===== src/sdLvs_config.svh =====
`ifndef SD_LVS_CONFIG_SVH
`define SD_LVS_CONFIG_SVH

// clk cycles per bus tick
`define SD_BUS_DIV 4

// bus ticks per slow tick, paces the LED countdown
`define SD_SLOW_DIV 8

// bus ticks that sdClk stays high during identification
`define SD_PULSE_TICKS 10

// first value shown on the LEDs
`define SD_COUNT_START 7

`endif


===== src/sdBusPkg.sv =====
package sdBusPkg;

    // one bit per DAT lane, lane 0 in bit 0
    typedef logic [3:0] datLanes_t;

    // ==============================
    // pad drive bundle
    // ==============================
    // value and enable for CMD, then value and enable per DAT lane
    typedef struct packed {
        logic      cmdVal;
        logic      cmdOe;
        datLanes_t datVal;
        datLanes_t datOe;
    } padDrive_t;

    // all pins released
    localparam padDrive_t padReleased = '0;

endpackage


===== src/sdSeqPkg.sv =====
package sdSeqPkg;

    // ==============================
    // sequencer states
    // ==============================
    typedef enum logic [2:0] {
        stIdle,
        stDrive,
        stCountdown,
        stAllOn,
        stPulseHigh,
        stPulseLow,
        stMirror
    } lvsState_t;

    // commands to the LED panel
    typedef enum logic [2:0] {
        ledHold,
        ledClear,
        ledLoad,
        ledCountDown,
        ledAllOn,
        ledMirror
    } ledCmd_t;

    typedef logic [3:0] ledCode_t;

endpackage


===== src/sdPinIf.sv =====
interface sdPinIf;
    import sdBusPkg::*;

    // SD clock level as the sequencer wants it
    logic sdClk;

    // values and enables for CMD and DAT
    padDrive_t drive;

    // card DAT lines after synchronization
    datLanes_t datIn;

    // control side
    modport seq (
        output sdClk,
        output drive,
        input  datIn
    );

    // pad side
    modport pad (
        input  sdClk,
        input  drive,
        output datIn
    );

endinterface


===== src/sdTickGen.sv =====
`include "sdLvs_config.svh"

module sdTickGen (
    input  logic clk,
    input  logic rst,
    output logic busTick,
    output logic slowTick
);

    localparam int busCntW  = (`SD_BUS_DIV > 1) ? $clog2(`SD_BUS_DIV) : 1;
    localparam int slowCntW = (`SD_SLOW_DIV > 1) ? $clog2(`SD_SLOW_DIV) : 1;

    logic [busCntW-1:0]  busCnt;
    logic [slowCntW-1:0] slowCnt;

    // ==============================
    // bus rate divider
    // ==============================
    always_ff @(posedge clk) begin
        if (rst || busTick) begin
            busCnt <= '0;
        end else begin
            busCnt <= busCnt + 1'b1;
        end
    end

    assign busTick = (busCnt == busCntW'(`SD_BUS_DIV - 1));

    // slow divider only advances on bus ticks
    always_ff @(posedge clk) begin
        if (rst || slowTick) begin
            slowCnt <= '0;
        end else if (busTick) begin
            slowCnt <= slowCnt + 1'b1;
        end
    end

    assign slowTick = busTick && (slowCnt == slowCntW'(`SD_SLOW_DIV - 1));

endmodule


===== src/sdPadDriver.sv =====
module sdPadDriver (
    input  logic               clk,
    input  logic               rst,
    sdPinIf.pad                pins,
    output logic               sdClkPin,
    output logic               cmdOut,
    output logic               cmdOe,
    output sdBusPkg::datLanes_t datOut,
    output sdBusPkg::datLanes_t datOe,
    input  sdBusPkg::datLanes_t datInPin
);
    import sdBusPkg::*;

    datLanes_t datSync1;
    datLanes_t datSync2;

    // ==============================
    // output pads
    // ==============================
    // one register per pin, like an output flop in the IO cell
    always_ff @(posedge clk) begin
        if (rst) begin
            sdClkPin <= 1'b0;
            cmdOut   <= 1'b0;
            cmdOe    <= 1'b0;
            datOut   <= '0;
            datOe    <= '0;
        end else begin
            sdClkPin <= pins.sdClk;
            cmdOut   <= pins.drive.cmdVal;
            cmdOe    <= pins.drive.cmdOe;
            datOut   <= pins.drive.datVal;
            datOe    <= pins.drive.datOe;
        end
    end

    // ==============================
    // input synchronizer
    // ==============================
    // card drives DAT asynchronously to clk
    always_ff @(posedge clk) begin
        datSync1 <= datInPin;
        datSync2 <= datSync1;
    end

    assign pins.datIn = datSync2;

endmodule


===== src/sdLedPanel.sv =====
`include "sdLvs_config.svh"

module sdLedPanel (
    input  logic                clk,
    input  logic                rst,
    input  logic                slowTick,
    input  sdSeqPkg::ledCmd_t   ledCmd,
    input  sdBusPkg::datLanes_t datIn,
    output sdSeqPkg::ledCode_t  led,
    output logic                countDone
);
    import sdSeqPkg::*;

    // ==============================
    // LED register
    // ==============================
    always_ff @(posedge clk) begin
        if (rst) begin
            led <= '0;
        end else begin
            case (ledCmd)
                ledClear: begin
                    led <= '0;
                end
                ledLoad: begin
                    led <= ledCode_t'(`SD_COUNT_START);
                end
                ledCountDown: begin
                    // one step per slow tick
                    if (slowTick) begin
                        led <= led - ledCode_t'(1);
                    end
                end
                ledAllOn: begin
                    led <= '1;
                end
                ledMirror: begin
                    led <= datIn;
                end
                default: begin
                    led <= led;
                end
            endcase
        end
    end

    // the step that takes the display from 1 to 0
    assign countDone = (ledCmd == ledCountDown) && slowTick && (led == ledCode_t'(1));

endmodule


===== src/sdLvsSequencer.sv =====
`include "sdLvs_config.svh"

module sdLvsSequencer (
    input  logic              clk,
    input  logic              rst,
    input  logic              start,
    input  logic              busTick,
    input  logic              slowTick,
    input  logic              countDone,
    sdPinIf.seq               pins,
    output sdSeqPkg::ledCmd_t ledCmd,
    output logic              done
);
    import sdBusPkg::*;
    import sdSeqPkg::*;

    localparam int pulseCntW = (`SD_PULSE_TICKS > 1) ? $clog2(`SD_PULSE_TICKS) : 1;

    // CMD low, DAT0/1/3 driven low, DAT2 left to the card
    localparam padDrive_t lvsDrive = '{
        cmdVal: 1'b0,
        cmdOe:  1'b1,
        datVal: 4'b0000,
        datOe:  4'b1011
    };

    lvsState_t            state;
    logic [pulseCntW-1:0] pulseCnt;

    // ==============================
    // state machine
    // ==============================
    always_ff @(posedge clk) begin
        if (rst) begin
            state    <= stIdle;
            pulseCnt <= '0;
        end else begin
            case (state)
                stIdle: begin
                    if (start) begin
                        state <= stDrive;
                    end
                end
                stDrive: begin
                    state <= stCountdown;
                end
                stCountdown: begin
                    if (countDone) begin
                        state <= stAllOn;
                    end
                end
                stAllOn: begin
                    // leaves on a slow tick, so the pulse starts on the bus grid
                    if (slowTick) begin
                        state    <= stPulseHigh;
                        pulseCnt <= '0;
                    end
                end
                stPulseHigh: begin
                    if (busTick) begin
                        if (pulseCnt == pulseCntW'(`SD_PULSE_TICKS - 1)) begin
                            state <= stPulseLow;
                        end else begin
                            pulseCnt <= pulseCnt + 1'b1;
                        end
                    end
                end
                stPulseLow: begin
                    state <= stMirror;
                end
                default: begin
                    // mirror holds until reset
                    state <= state;
                end
            endcase
        end
    end

    // ==============================
    // outputs per state
    // ==============================
    assign pins.sdClk = (state == stPulseHigh);
    assign pins.drive = (state == stIdle) ? padReleased : lvsDrive;
    assign done       = (state == stMirror);

    always_comb begin
        case (state)
            stDrive:     ledCmd = ledLoad;
            stCountdown: ledCmd = ledCountDown;
            stAllOn:     ledCmd = ledAllOn;
            stPulseHigh: ledCmd = ledClear;
            stMirror:    ledCmd = ledMirror;
            default:     ledCmd = ledHold;
        endcase
    end

endmodule


===== src/sdLvsTop.sv =====
module sdLvsTop (
    input  logic       clk,
    input  logic       rst,
    input  logic       start,
    input  logic [3:0] datIn,
    output logic       sdClk,
    output logic       cmdOut,
    output logic       cmdOe,
    output logic       done,
    output logic [3:0] datOut,
    output logic [3:0] datOe,
    output logic [3:0] led
);
    import sdSeqPkg::*;

    logic    busTick;
    logic    slowTick;
    logic    countDone;
    ledCmd_t ledCmd;

    sdPinIf pinBus ();

    // ==============================
    // timing
    // ==============================
    sdTickGen tickGen (
        .clk      (clk),
        .rst      (rst),
        .busTick  (busTick),
        .slowTick (slowTick)
    );

    // ==============================
    // control and display
    // ==============================
    sdLvsSequencer sequencer (
        .clk       (clk),
        .rst       (rst),
        .start     (start),
        .busTick   (busTick),
        .slowTick  (slowTick),
        .countDone (countDone),
        .pins      (pinBus.seq),
        .ledCmd    (ledCmd),
        .done      (done)
    );

    sdLedPanel ledPanel (
        .clk       (clk),
        .rst       (rst),
        .slowTick  (slowTick),
        .ledCmd    (ledCmd),
        .datIn     (pinBus.datIn),
        .led       (led),
        .countDone (countDone)
    );

    // pins
    sdPadDriver padDriver (
        .clk      (clk),
        .rst      (rst),
        .pins     (pinBus.pad),
        .sdClkPin (sdClk),
        .cmdOut   (cmdOut),
        .cmdOe    (cmdOe),
        .datOut   (datOut),
        .datOe    (datOe),
        .datInPin (datIn)
    );

endmodule


===== config.mk =====
export PLATFORM = sky130hd
export DESIGN_NAME = sdLvsTop
export DESIGN_NICKNAME = d
export VERILOG_FILES = /design/src/sdBusPkg.sv /design/src/sdSeqPkg.sv /design/src/sdPinIf.sv /design/src/sdTickGen.sv /design/src/sdPadDriver.sv /design/src/sdLedPanel.sv /design/src/sdLvsSequencer.sv /design/src/sdLvsTop.sv
export VERILOG_INCLUDE_DIRS = /design/src /design/src/src
export SDC_FILE = /design/constraint.sdc
export NUM_CORES = 1
export LEC_CHECK = 0
export ABC_AREA = 1
export BUFFER_PORTS_ARGS = -buffer_cell sky130_fd_sc_hd__buf_2
export CAP_MARGIN = 0
export CORE_MARGIN = 10
export CORE_UTILIZATION = 30
export CTS_CLUSTER_SIZE = 25
export DETAILED_ROUTE_END_ITERATION = 8
export PLACE_DENSITY_LB_ADDON = 0.2
export SLEW_MARGIN = 30
export SYNTH_ARGS = -nofsm -noshare
export SYNTH_HDL_FRONTEND = slang
export SYNTH_SLANG_ARGS = --single-unit

===== constraint.sdc =====
create_clock -name clk -period 1.8 [get_ports clk]
set_input_delay 0.36 -clock clk [delete_from_list [all_inputs] [get_ports clk]]
set_output_delay 0.36 -clock clk [all_outputs]
set_load 0.05 [all_outputs]

==> results.cfg, run 1 <==
[yosys]
yosysSeqAreaShare = 0.414
synth_area_mm2 = 0.00126
share_of_synthesized_flip_flops_with_an_asynchronous_set_or_reset = 0
syn_avg_cell_area_um2 = 7.82
synth_edf_count = 0
postSynth.topFlopCell = sky130_fd_sc_hd__dfxtp_1
postSynthCellCount = 161
synth_seq_cells = 26
synthDistinctLibCells = 27
synth.yosys.warnings = 0

[global_routing]
grt_max_degree = 16
track_usage = 0.0698
antenna_violations_before_repair = 0
grt_remaining_overflow = 0
first_global_vias = 948
wire_length_of_the_first_global_routing_pass_um = 4240

[sta]
timing.clock.skew_ns = 0.00205
setup_viol = 0
final_hold_viol_count = 0
period_share = 0.911
period_minus_slack_ns = 1.64
timing.final.max_slew_violations = 0
grt_setup_unrepaired = no
maxClockFrequency_ghz = 0.610
setup_tns_ns = 0

[detailed_routing]
first_pass_iteration_count_of_the_detailed_router = 4
drt-total-wl_um = 2370
vias = 1001
drt_drc_violations_left = 0
postRouteAntennaNets = 0
routed_via_density = 4.43
wl_per_cell_um = 10.5
dr.first_iter.drc_count = 57

[cts]
post_cts_hold_buffer_count = 0
clock_tree.buffer_depth = 2
worst_setup_hold_path_clk_slew_ns = 0.09
clk-insertion-delay-late_ns = 0.27
cts_tree = done
htree_levels = 1
cts_buffers = 3
cts.sink_count = 26
clock_tree.root_cell = sky130_fd_sc_hd__clkbuf_8

[critical_path]
timing.critical_path.to_type = output port
worstRegToRegCells = 8
startpoint = sequencer.state[0]
r2r_slack_ns = 0.39
timing_worst_setup_path_type = reg -> out
required_time_at_the_endpoint_of_the_critical_path_ns = 1.44
crit_arrival_ns = 1.28
crit_path_max_fanout = 6
reg2reg_start = tickGen.slowCnt[0]
worstSetupStartpointType = flip-flop

[placed_design]
place.gp.congestion = 0.758
post-dp-hpwl_um = 1850
io_buffers = 16
placed_cell_area_mm2 = 0.00135

[finish]
area_growth_pct = 13.4
ant_diodes = 0
drive_above_1_share = 0.199
final_nets = 191
fin_area_mm2 = 0.00143
final.fill_count = 433

[floorplanning]
fp.dieArea_mm2 = 0.00719
start_util = 0.312
std_cell_rows = 23
coreArea_mm2 = 0.00403
floorplan.die.height_um = 84.8
chip_width_um = 84.8
design.portCount = 23

[power]
peakVddDrop_mv = 0.342
power-per-cell-area_mw_per_mm2 = 1180
p_leak_uw = 0.000673

[min_path]
hp-class = in -> reg
holdPathStages = 1
holdCritStartpoint = datIn[2]

[outcome]
run_status = finished, final reports clean

[run]
drv_cap = 0
[cells in the mapped netlist, types with 2 or more instances]
library cell              number  area [um^2]
sky130_fd_sc_hd__dfxtp_1      26          521
sky130_fd_sc_hd__inv_1        16         60.1
sky130_fd_sc_hd__xnor2_1       2         17.5
sky130_fd_sc_hd__nand2_1      31          116
sky130_fd_sc_hd__nand4_1       6         37.5
sky130_fd_sc_hd__buf_4        10         75.1
sky130_fd_sc_hd__nor2_1       17         63.8
sky130_fd_sc_hd__nand2_2       3         18.8
sky130_fd_sc_hd__a21oi_1      11         55.1
sky130_fd_sc_hd__nand2_4       2         22.5
sky130_fd_sc_hd__nor3_1        2         10.0
sky130_fd_sc_hd__ha_1          7         87.6
sky130_fd_sc_hd__nand3_1      13         65.1
sky130_fd_sc_hd__nand3_2       2         20.0
[worst paths after layout]
check                            end
max                             done
min            padDriver.datSync1[2]
max reg2reg       sequencer.state[0]
min reg2reg  padDriver.pins.datIn[1]
[worst max-delay path, cell delays in order (launching register included)]
cell                      delay [ns]
sky130_fd_sc_hd__dfxtp_1        0.40
sky130_fd_sc_hd__inv_2          0.14
sky130_fd_sc_hd__nand2_4        0.08
sky130_fd_sc_hd__nor2_2         0.15
sky130_fd_sc_hd__buf_4          0.23
[final cells by class]
type	instances	area [um^2]	share of cell area
Clock inverter	1	30.0	0.0210
Sequential cell	26	520	0.365
Multi-Input combinational cell	110	607	0.425
Inverter	18	68.8	0.0482
Tap cell	50	62.6	0.0438
Clock buffer	3	41.3	0.0289
Timing Repair Buffer	18	97.6	0.0684
[cell usage in the layout, fill, tap and decap left out, types with 2 or more instances in the layout]
cell type                  count
sky130_fd_sc_hd__a21oi_1      11
sky130_fd_sc_hd__dfxtp_1      26
sky130_fd_sc_hd__nand2_2       3
sky130_fd_sc_hd__nand3_2       2
sky130_fd_sc_hd__conb_1        6
sky130_fd_sc_hd__ha_1          7
sky130_fd_sc_hd__nand2_1      31
sky130_fd_sc_hd__buf_2        15
sky130_fd_sc_hd__nor2_2        2
sky130_fd_sc_hd__inv_1        16
sky130_fd_sc_hd__nand2_4       2
sky130_fd_sc_hd__clkbuf_8      3
sky130_fd_sc_hd__buf_4         3
sky130_fd_sc_hd__xnor2_1       2
sky130_fd_sc_hd__nand4_1       6
sky130_fd_sc_hd__nand3_1      13
sky130_fd_sc_hd__nor2_1       16
sky130_fd_sc_hd__nor3_1        2
[power breakdown]
| part | internal (uW) | leakage (uW) | switching [uW] | total (uW) |
|---|---|---|---|---|
| sequential | 629 | 0.000214 | 55.7 | 684 |
| combinational | 140 | 0.000423 | 364 | 504 |
| clock | 298 | 0.0000357 | 192 | 490 |
[logic make-up (layout without fill, tap and decap cells)]
| family | Yosys count | count (layout) | share of synthesized area |
|---|---|---|---|
| compound gates | 13 | 13 | 0.0517 |
| xor+xnor | 3 | 3 | 0.0209 |
| fa+ha+maj | 7 | 7 | 0.0696 |
| buf+inv | 30 | 40 | 0.121 |
| flops | 26 | 26 | 0.414 |
| other cells | 1 | 6 | 0.00298 |
| simple gates | 81 | 81 | 0.320 |
[flip-flops by register name, indices dropped and copies added (netlist names)]
register	count
tickGen.slowCnt	3
padDriver.datSync1	4
tickGen.busCnt	2
padDriver.pins.datIn	4
padDriver.sdClkPin	1
sequencer.state	3
ledPanel.led	4
padDriver.datOe	1
sequencer.pulseCnt	4
[routing by layer]
layer	part of all wire	vias up	track usage
li1	-	528	-
met1	0.45	452	0.0834
met2	0.46	17	0.105
met3	0.072	4	0.0300
met4	0.016	0	0.0329
met5	0	-	0
[through the flow]
stage | cells | power, uW | hold WS, ns | utilization | setup WS [ns]
6_report | 226 | 1680 | 0.180 | 0.354 | 0.161
5_1_grt | 226 | 1790 | 0.161 | 0.354 | 0.0723
4_1_cts | 226 | 1690 | 0.174 | 0.353 | 0.0253
3_5_place_dp | 222 | 1200 | 0.312 | 0.335 | 0.332
3_3_place_gp | 222 | 1200 | 0.311 | 0.335 | 0.349
2_1_floorplan | 166 | 1130 | 0.310 | - | 0.0818
[repair_timing]
item / in CTS / in global routing
setup buffers: 0 / 0
gates resized for setup: 0 / 3
setup endpoints to repair: 0 / 1
No activity file was read; power rests on OpenSTA's default activity.
==> run 2, diff against run 1 <==
Settings changed: ABC_AREA 1 to 0.
==> results.cfg, run 2 <==
[yosys]
synth_most_common_cell = sky130_fd_sc_hd__dfxtp_1
synthDistinctLibCells = 37
synth_adder_area_share = 0.0721
synth.area.top_cells = sky130_fd_sc_hd__dfxtp_1 43%, sky130_fd_sc_hd__ha_1 7.2%, sky130_fd_sc_hd__buf_4 6.2%
synth_simple_gate_area_share = 0.216
muxShareOfSynthArea = 0.00824
complex_gate_fraction_of_the_synthesized_area = 0.164
postSynthCellCount = 139
synth.top_cells.by_count = 26 x sky130_fd_sc_hd__dfxtp_1, 12 x sky130_fd_sc_hd__nor2_1, 11 x sky130_fd_sc_hd__nand2_1
parity_gate_share_of_the_synthesized_area_counting_xor_and_xnor_cells = 0
syn_avg_cell_area_um2 = 8.74
postSynth.topFlopCell = sky130_fd_sc_hd__dfxtp_1
synth.top_cell.area_share = 0.428
yosysSeqAreaShare = 0.428
synth_edf_count = 0
yosysTopAreaCell = sky130_fd_sc_hd__dfxtp_1
synth_top_family_by_area = simple AND/OR/NAND/NOR gates
synth_seq_cells = 26
synth.yosys.warnings = 0
synth_area_mm2 = 0.00121
share_of_synthesized_flip_flops_with_an_asynchronous_set_or_reset = 0

[sta]
setup_tns_ns = 0
final_hold_viol_count = 0
maxClockFrequency_ghz = 0.598
grt_setup_unrepaired = no
period_minus_slack_ns = 1.67
timing.clock.skew_ns = 0.00233
timing.final.max_slew_violations = 0
setup_viol = 0
period_share = 0.929

[finish]
ant_diodes = 0
drive_above_1_share = 0.214
final_cell_count_no_fill = 204
layout.cells.most_common_list = 26 x sky130_fd_sc_hd__dfxtp_1, 16 x sky130_fd_sc_hd__buf_2, 12 x sky130_fd_sc_hd__nor2_1
final.fill_count = 417
multi_input_comb_area_um2 = 594
finish.utilization = 0.350
layout.cells.most_common = sky130_fd_sc_hd__dfxtp_1
final_nets = 169
regArea_um2 = 520
area_growth_pct = 14.5

[power]
comb_power_share = 0.213
share_seq_of_total_power = 0.504
p_int_uw = 889
peakVddDrop_mv = 0.630
power.share.clock = 0.283
p_sw_frac = 0.319
power-per-cell-area_mw_per_mm2 = 938
p_leak_uw = 0.000578
total_switching_power_uw = 417

[floorplanning]
floorplan.die.height_um = 83.6
coreArea_mm2 = 0.00397
start_util = 0.306
design.portCount = 23
fp.dieArea_mm2 = 0.00699
chip_width_um = 83.6
std_cell_rows = 23

[global_routing]
first_global_vias = 949
wire_length_of_the_first_global_routing_pass_um = 4500
grt_remaining_overflow = 0
antenna_violations_before_repair = 0
grt_max_degree = 15
track_usage = 0.0758

[cts]
cts_buffers = 3
clock_tree.root_cell = sky130_fd_sc_hd__clkbuf_8
clk-insertion-delay-late_ns = 0.27
cts_tree = done
worst_setup_hold_path_clk_slew_ns = 0.08
postCtsSetupRepairBufs = 0
post_cts_hold_buffer_count = 0
clock_tree.buffer_depth = 2
cts.sink_count = 26
htree_levels = 1

[critical_path]
worstRegToRegCells = 6
critical_path.reg2reg.endpoint = sequencer.pulseCnt[1]
timing_worst_setup_path_type = reg -> out
r2r_slack_ns = 0.14
required_time_at_the_endpoint_of_the_critical_path_ns = 1.44
startpoint = sequencer.state[2]
timing.critical_path.to = done
crit_arrival_ns = 1.31
worstSetupStartpointType = flip-flop
timing.critical_path.to_type = output port
crit_path_max_fanout = 6
reg2reg_start = tickGen.slowCnt[0]

[detailed_routing]
drt_drc_violations_left = 0
drt-total-wl_um = 2630
vias = 988
postRouteAntennaNets = 0
first_pass_iteration_count_of_the_detailed_router = 4
routed_via_density = 4.84
dr.first_iter.drc_count = 39
wl_per_cell_um = 12.9

[placed_design]
post-dp-hpwl_um = 2010
place.gp.congestion = 0.842
numPlacedInstances = 200
io_buffers = 16

[outcome]
run_status = finished, final reports clean

[run]
drv_cap = 0

[min_path]
hp-class = in -> reg
[run 2: metal layers]
layer,share of wire,vias up,wire (um),track usage
li1,-,504,-,-
met1,0.47,458,1230,0.0909
met2,0.46,22,1210,0.119
met3,0.062,4,162,0.0352
met4,0.010,0,27,0.0183
met5,0,-,0,0
[run 2: kinds of logic (layout without fill, tap and decap cells)]
family | after synthesis | after routing
AO/OA/AOI/OAI | 31 | 31
adder cells (fa/ha/maj) | 7 | 7
buffers and inverters | 24 | 34
flip-flops | 26 | 26
multiplexers | 1 | 1
other | 1 | 6
AND/OR/NAND/NOR | 49 | 49
[run 2: worst min path at each step]
stage,endpoint,start,slack [ns],cells past startpoint
after global routing,padDriver.datSync1[1],datIn[1],0.16,1
final,padDriver.datSync1[3],datIn[3],0.19,1
after CTS,padDriver.datSync1[3],datIn[3],0.18,1
after detailed placement,padDriver.pins.datIn[2],padDriver.datSync1[2],0.31,0
after global placement,padDriver.pins.datIn[3],padDriver.datSync1[3],0.31,0
after floorplan,padDriver.pins.datIn[0],padDriver.datSync1[0],0.31,0
[run 2: what timing repair did]
action / in CTS / in global routing
endpoints found under the setup margin: 0 / 2
gates resized for setup: 0 / 2
endpoints found under the hold margin: 0 / 0
[run 2: final cells by class]
| cell class | instances | area share |
|---|---|---|
| clock buffer | 4 | 0.0396 |
| inverter | 7 | 0.0189 |
| multi-input combinational | 94 | 0.427 |
| sequential | 26 | 0.374 |
| tap | 50 | 0.0450 |
| timing repair buffer | 23 | 0.0953 |
[run 2: worst max-delay path, stage by stage (launching register included)]
cell	delay (ns)
sky130_fd_sc_hd__dfxtp_1	0.41
sky130_fd_sc_hd__nor2b_1	0.18
sky130_fd_sc_hd__and2_1	0.18
sky130_fd_sc_hd__buf_2	0.27
[run 2: per-stage QoR]
stage                     total power (uW)  instance area [um^2]  hold WS (ns)  setup WS (ns)
final                                 1310                  1390         0.185          0.127
after global routing                  1390                  1390         0.162         0.0240
after CTS                             1330                  1380         0.175         0.0250
after detailed placement               949                  1320         0.315         0.0490
after global placement                 945                  1320         0.311          0.125
after floorplan                        903                  1230         0.310          0.205
[run 2: power by group through the flow]
stage | combinational, uW | sequential [uW] | clock, uW
global placement | 277 | 668 | 0
detailed placement | 277 | 671 | 0
CTS | 278 | 658 | 389
floorplan | 197 | 706 | 0
global route | 303 | 666 | 421
finish | 278 | 658 | 370
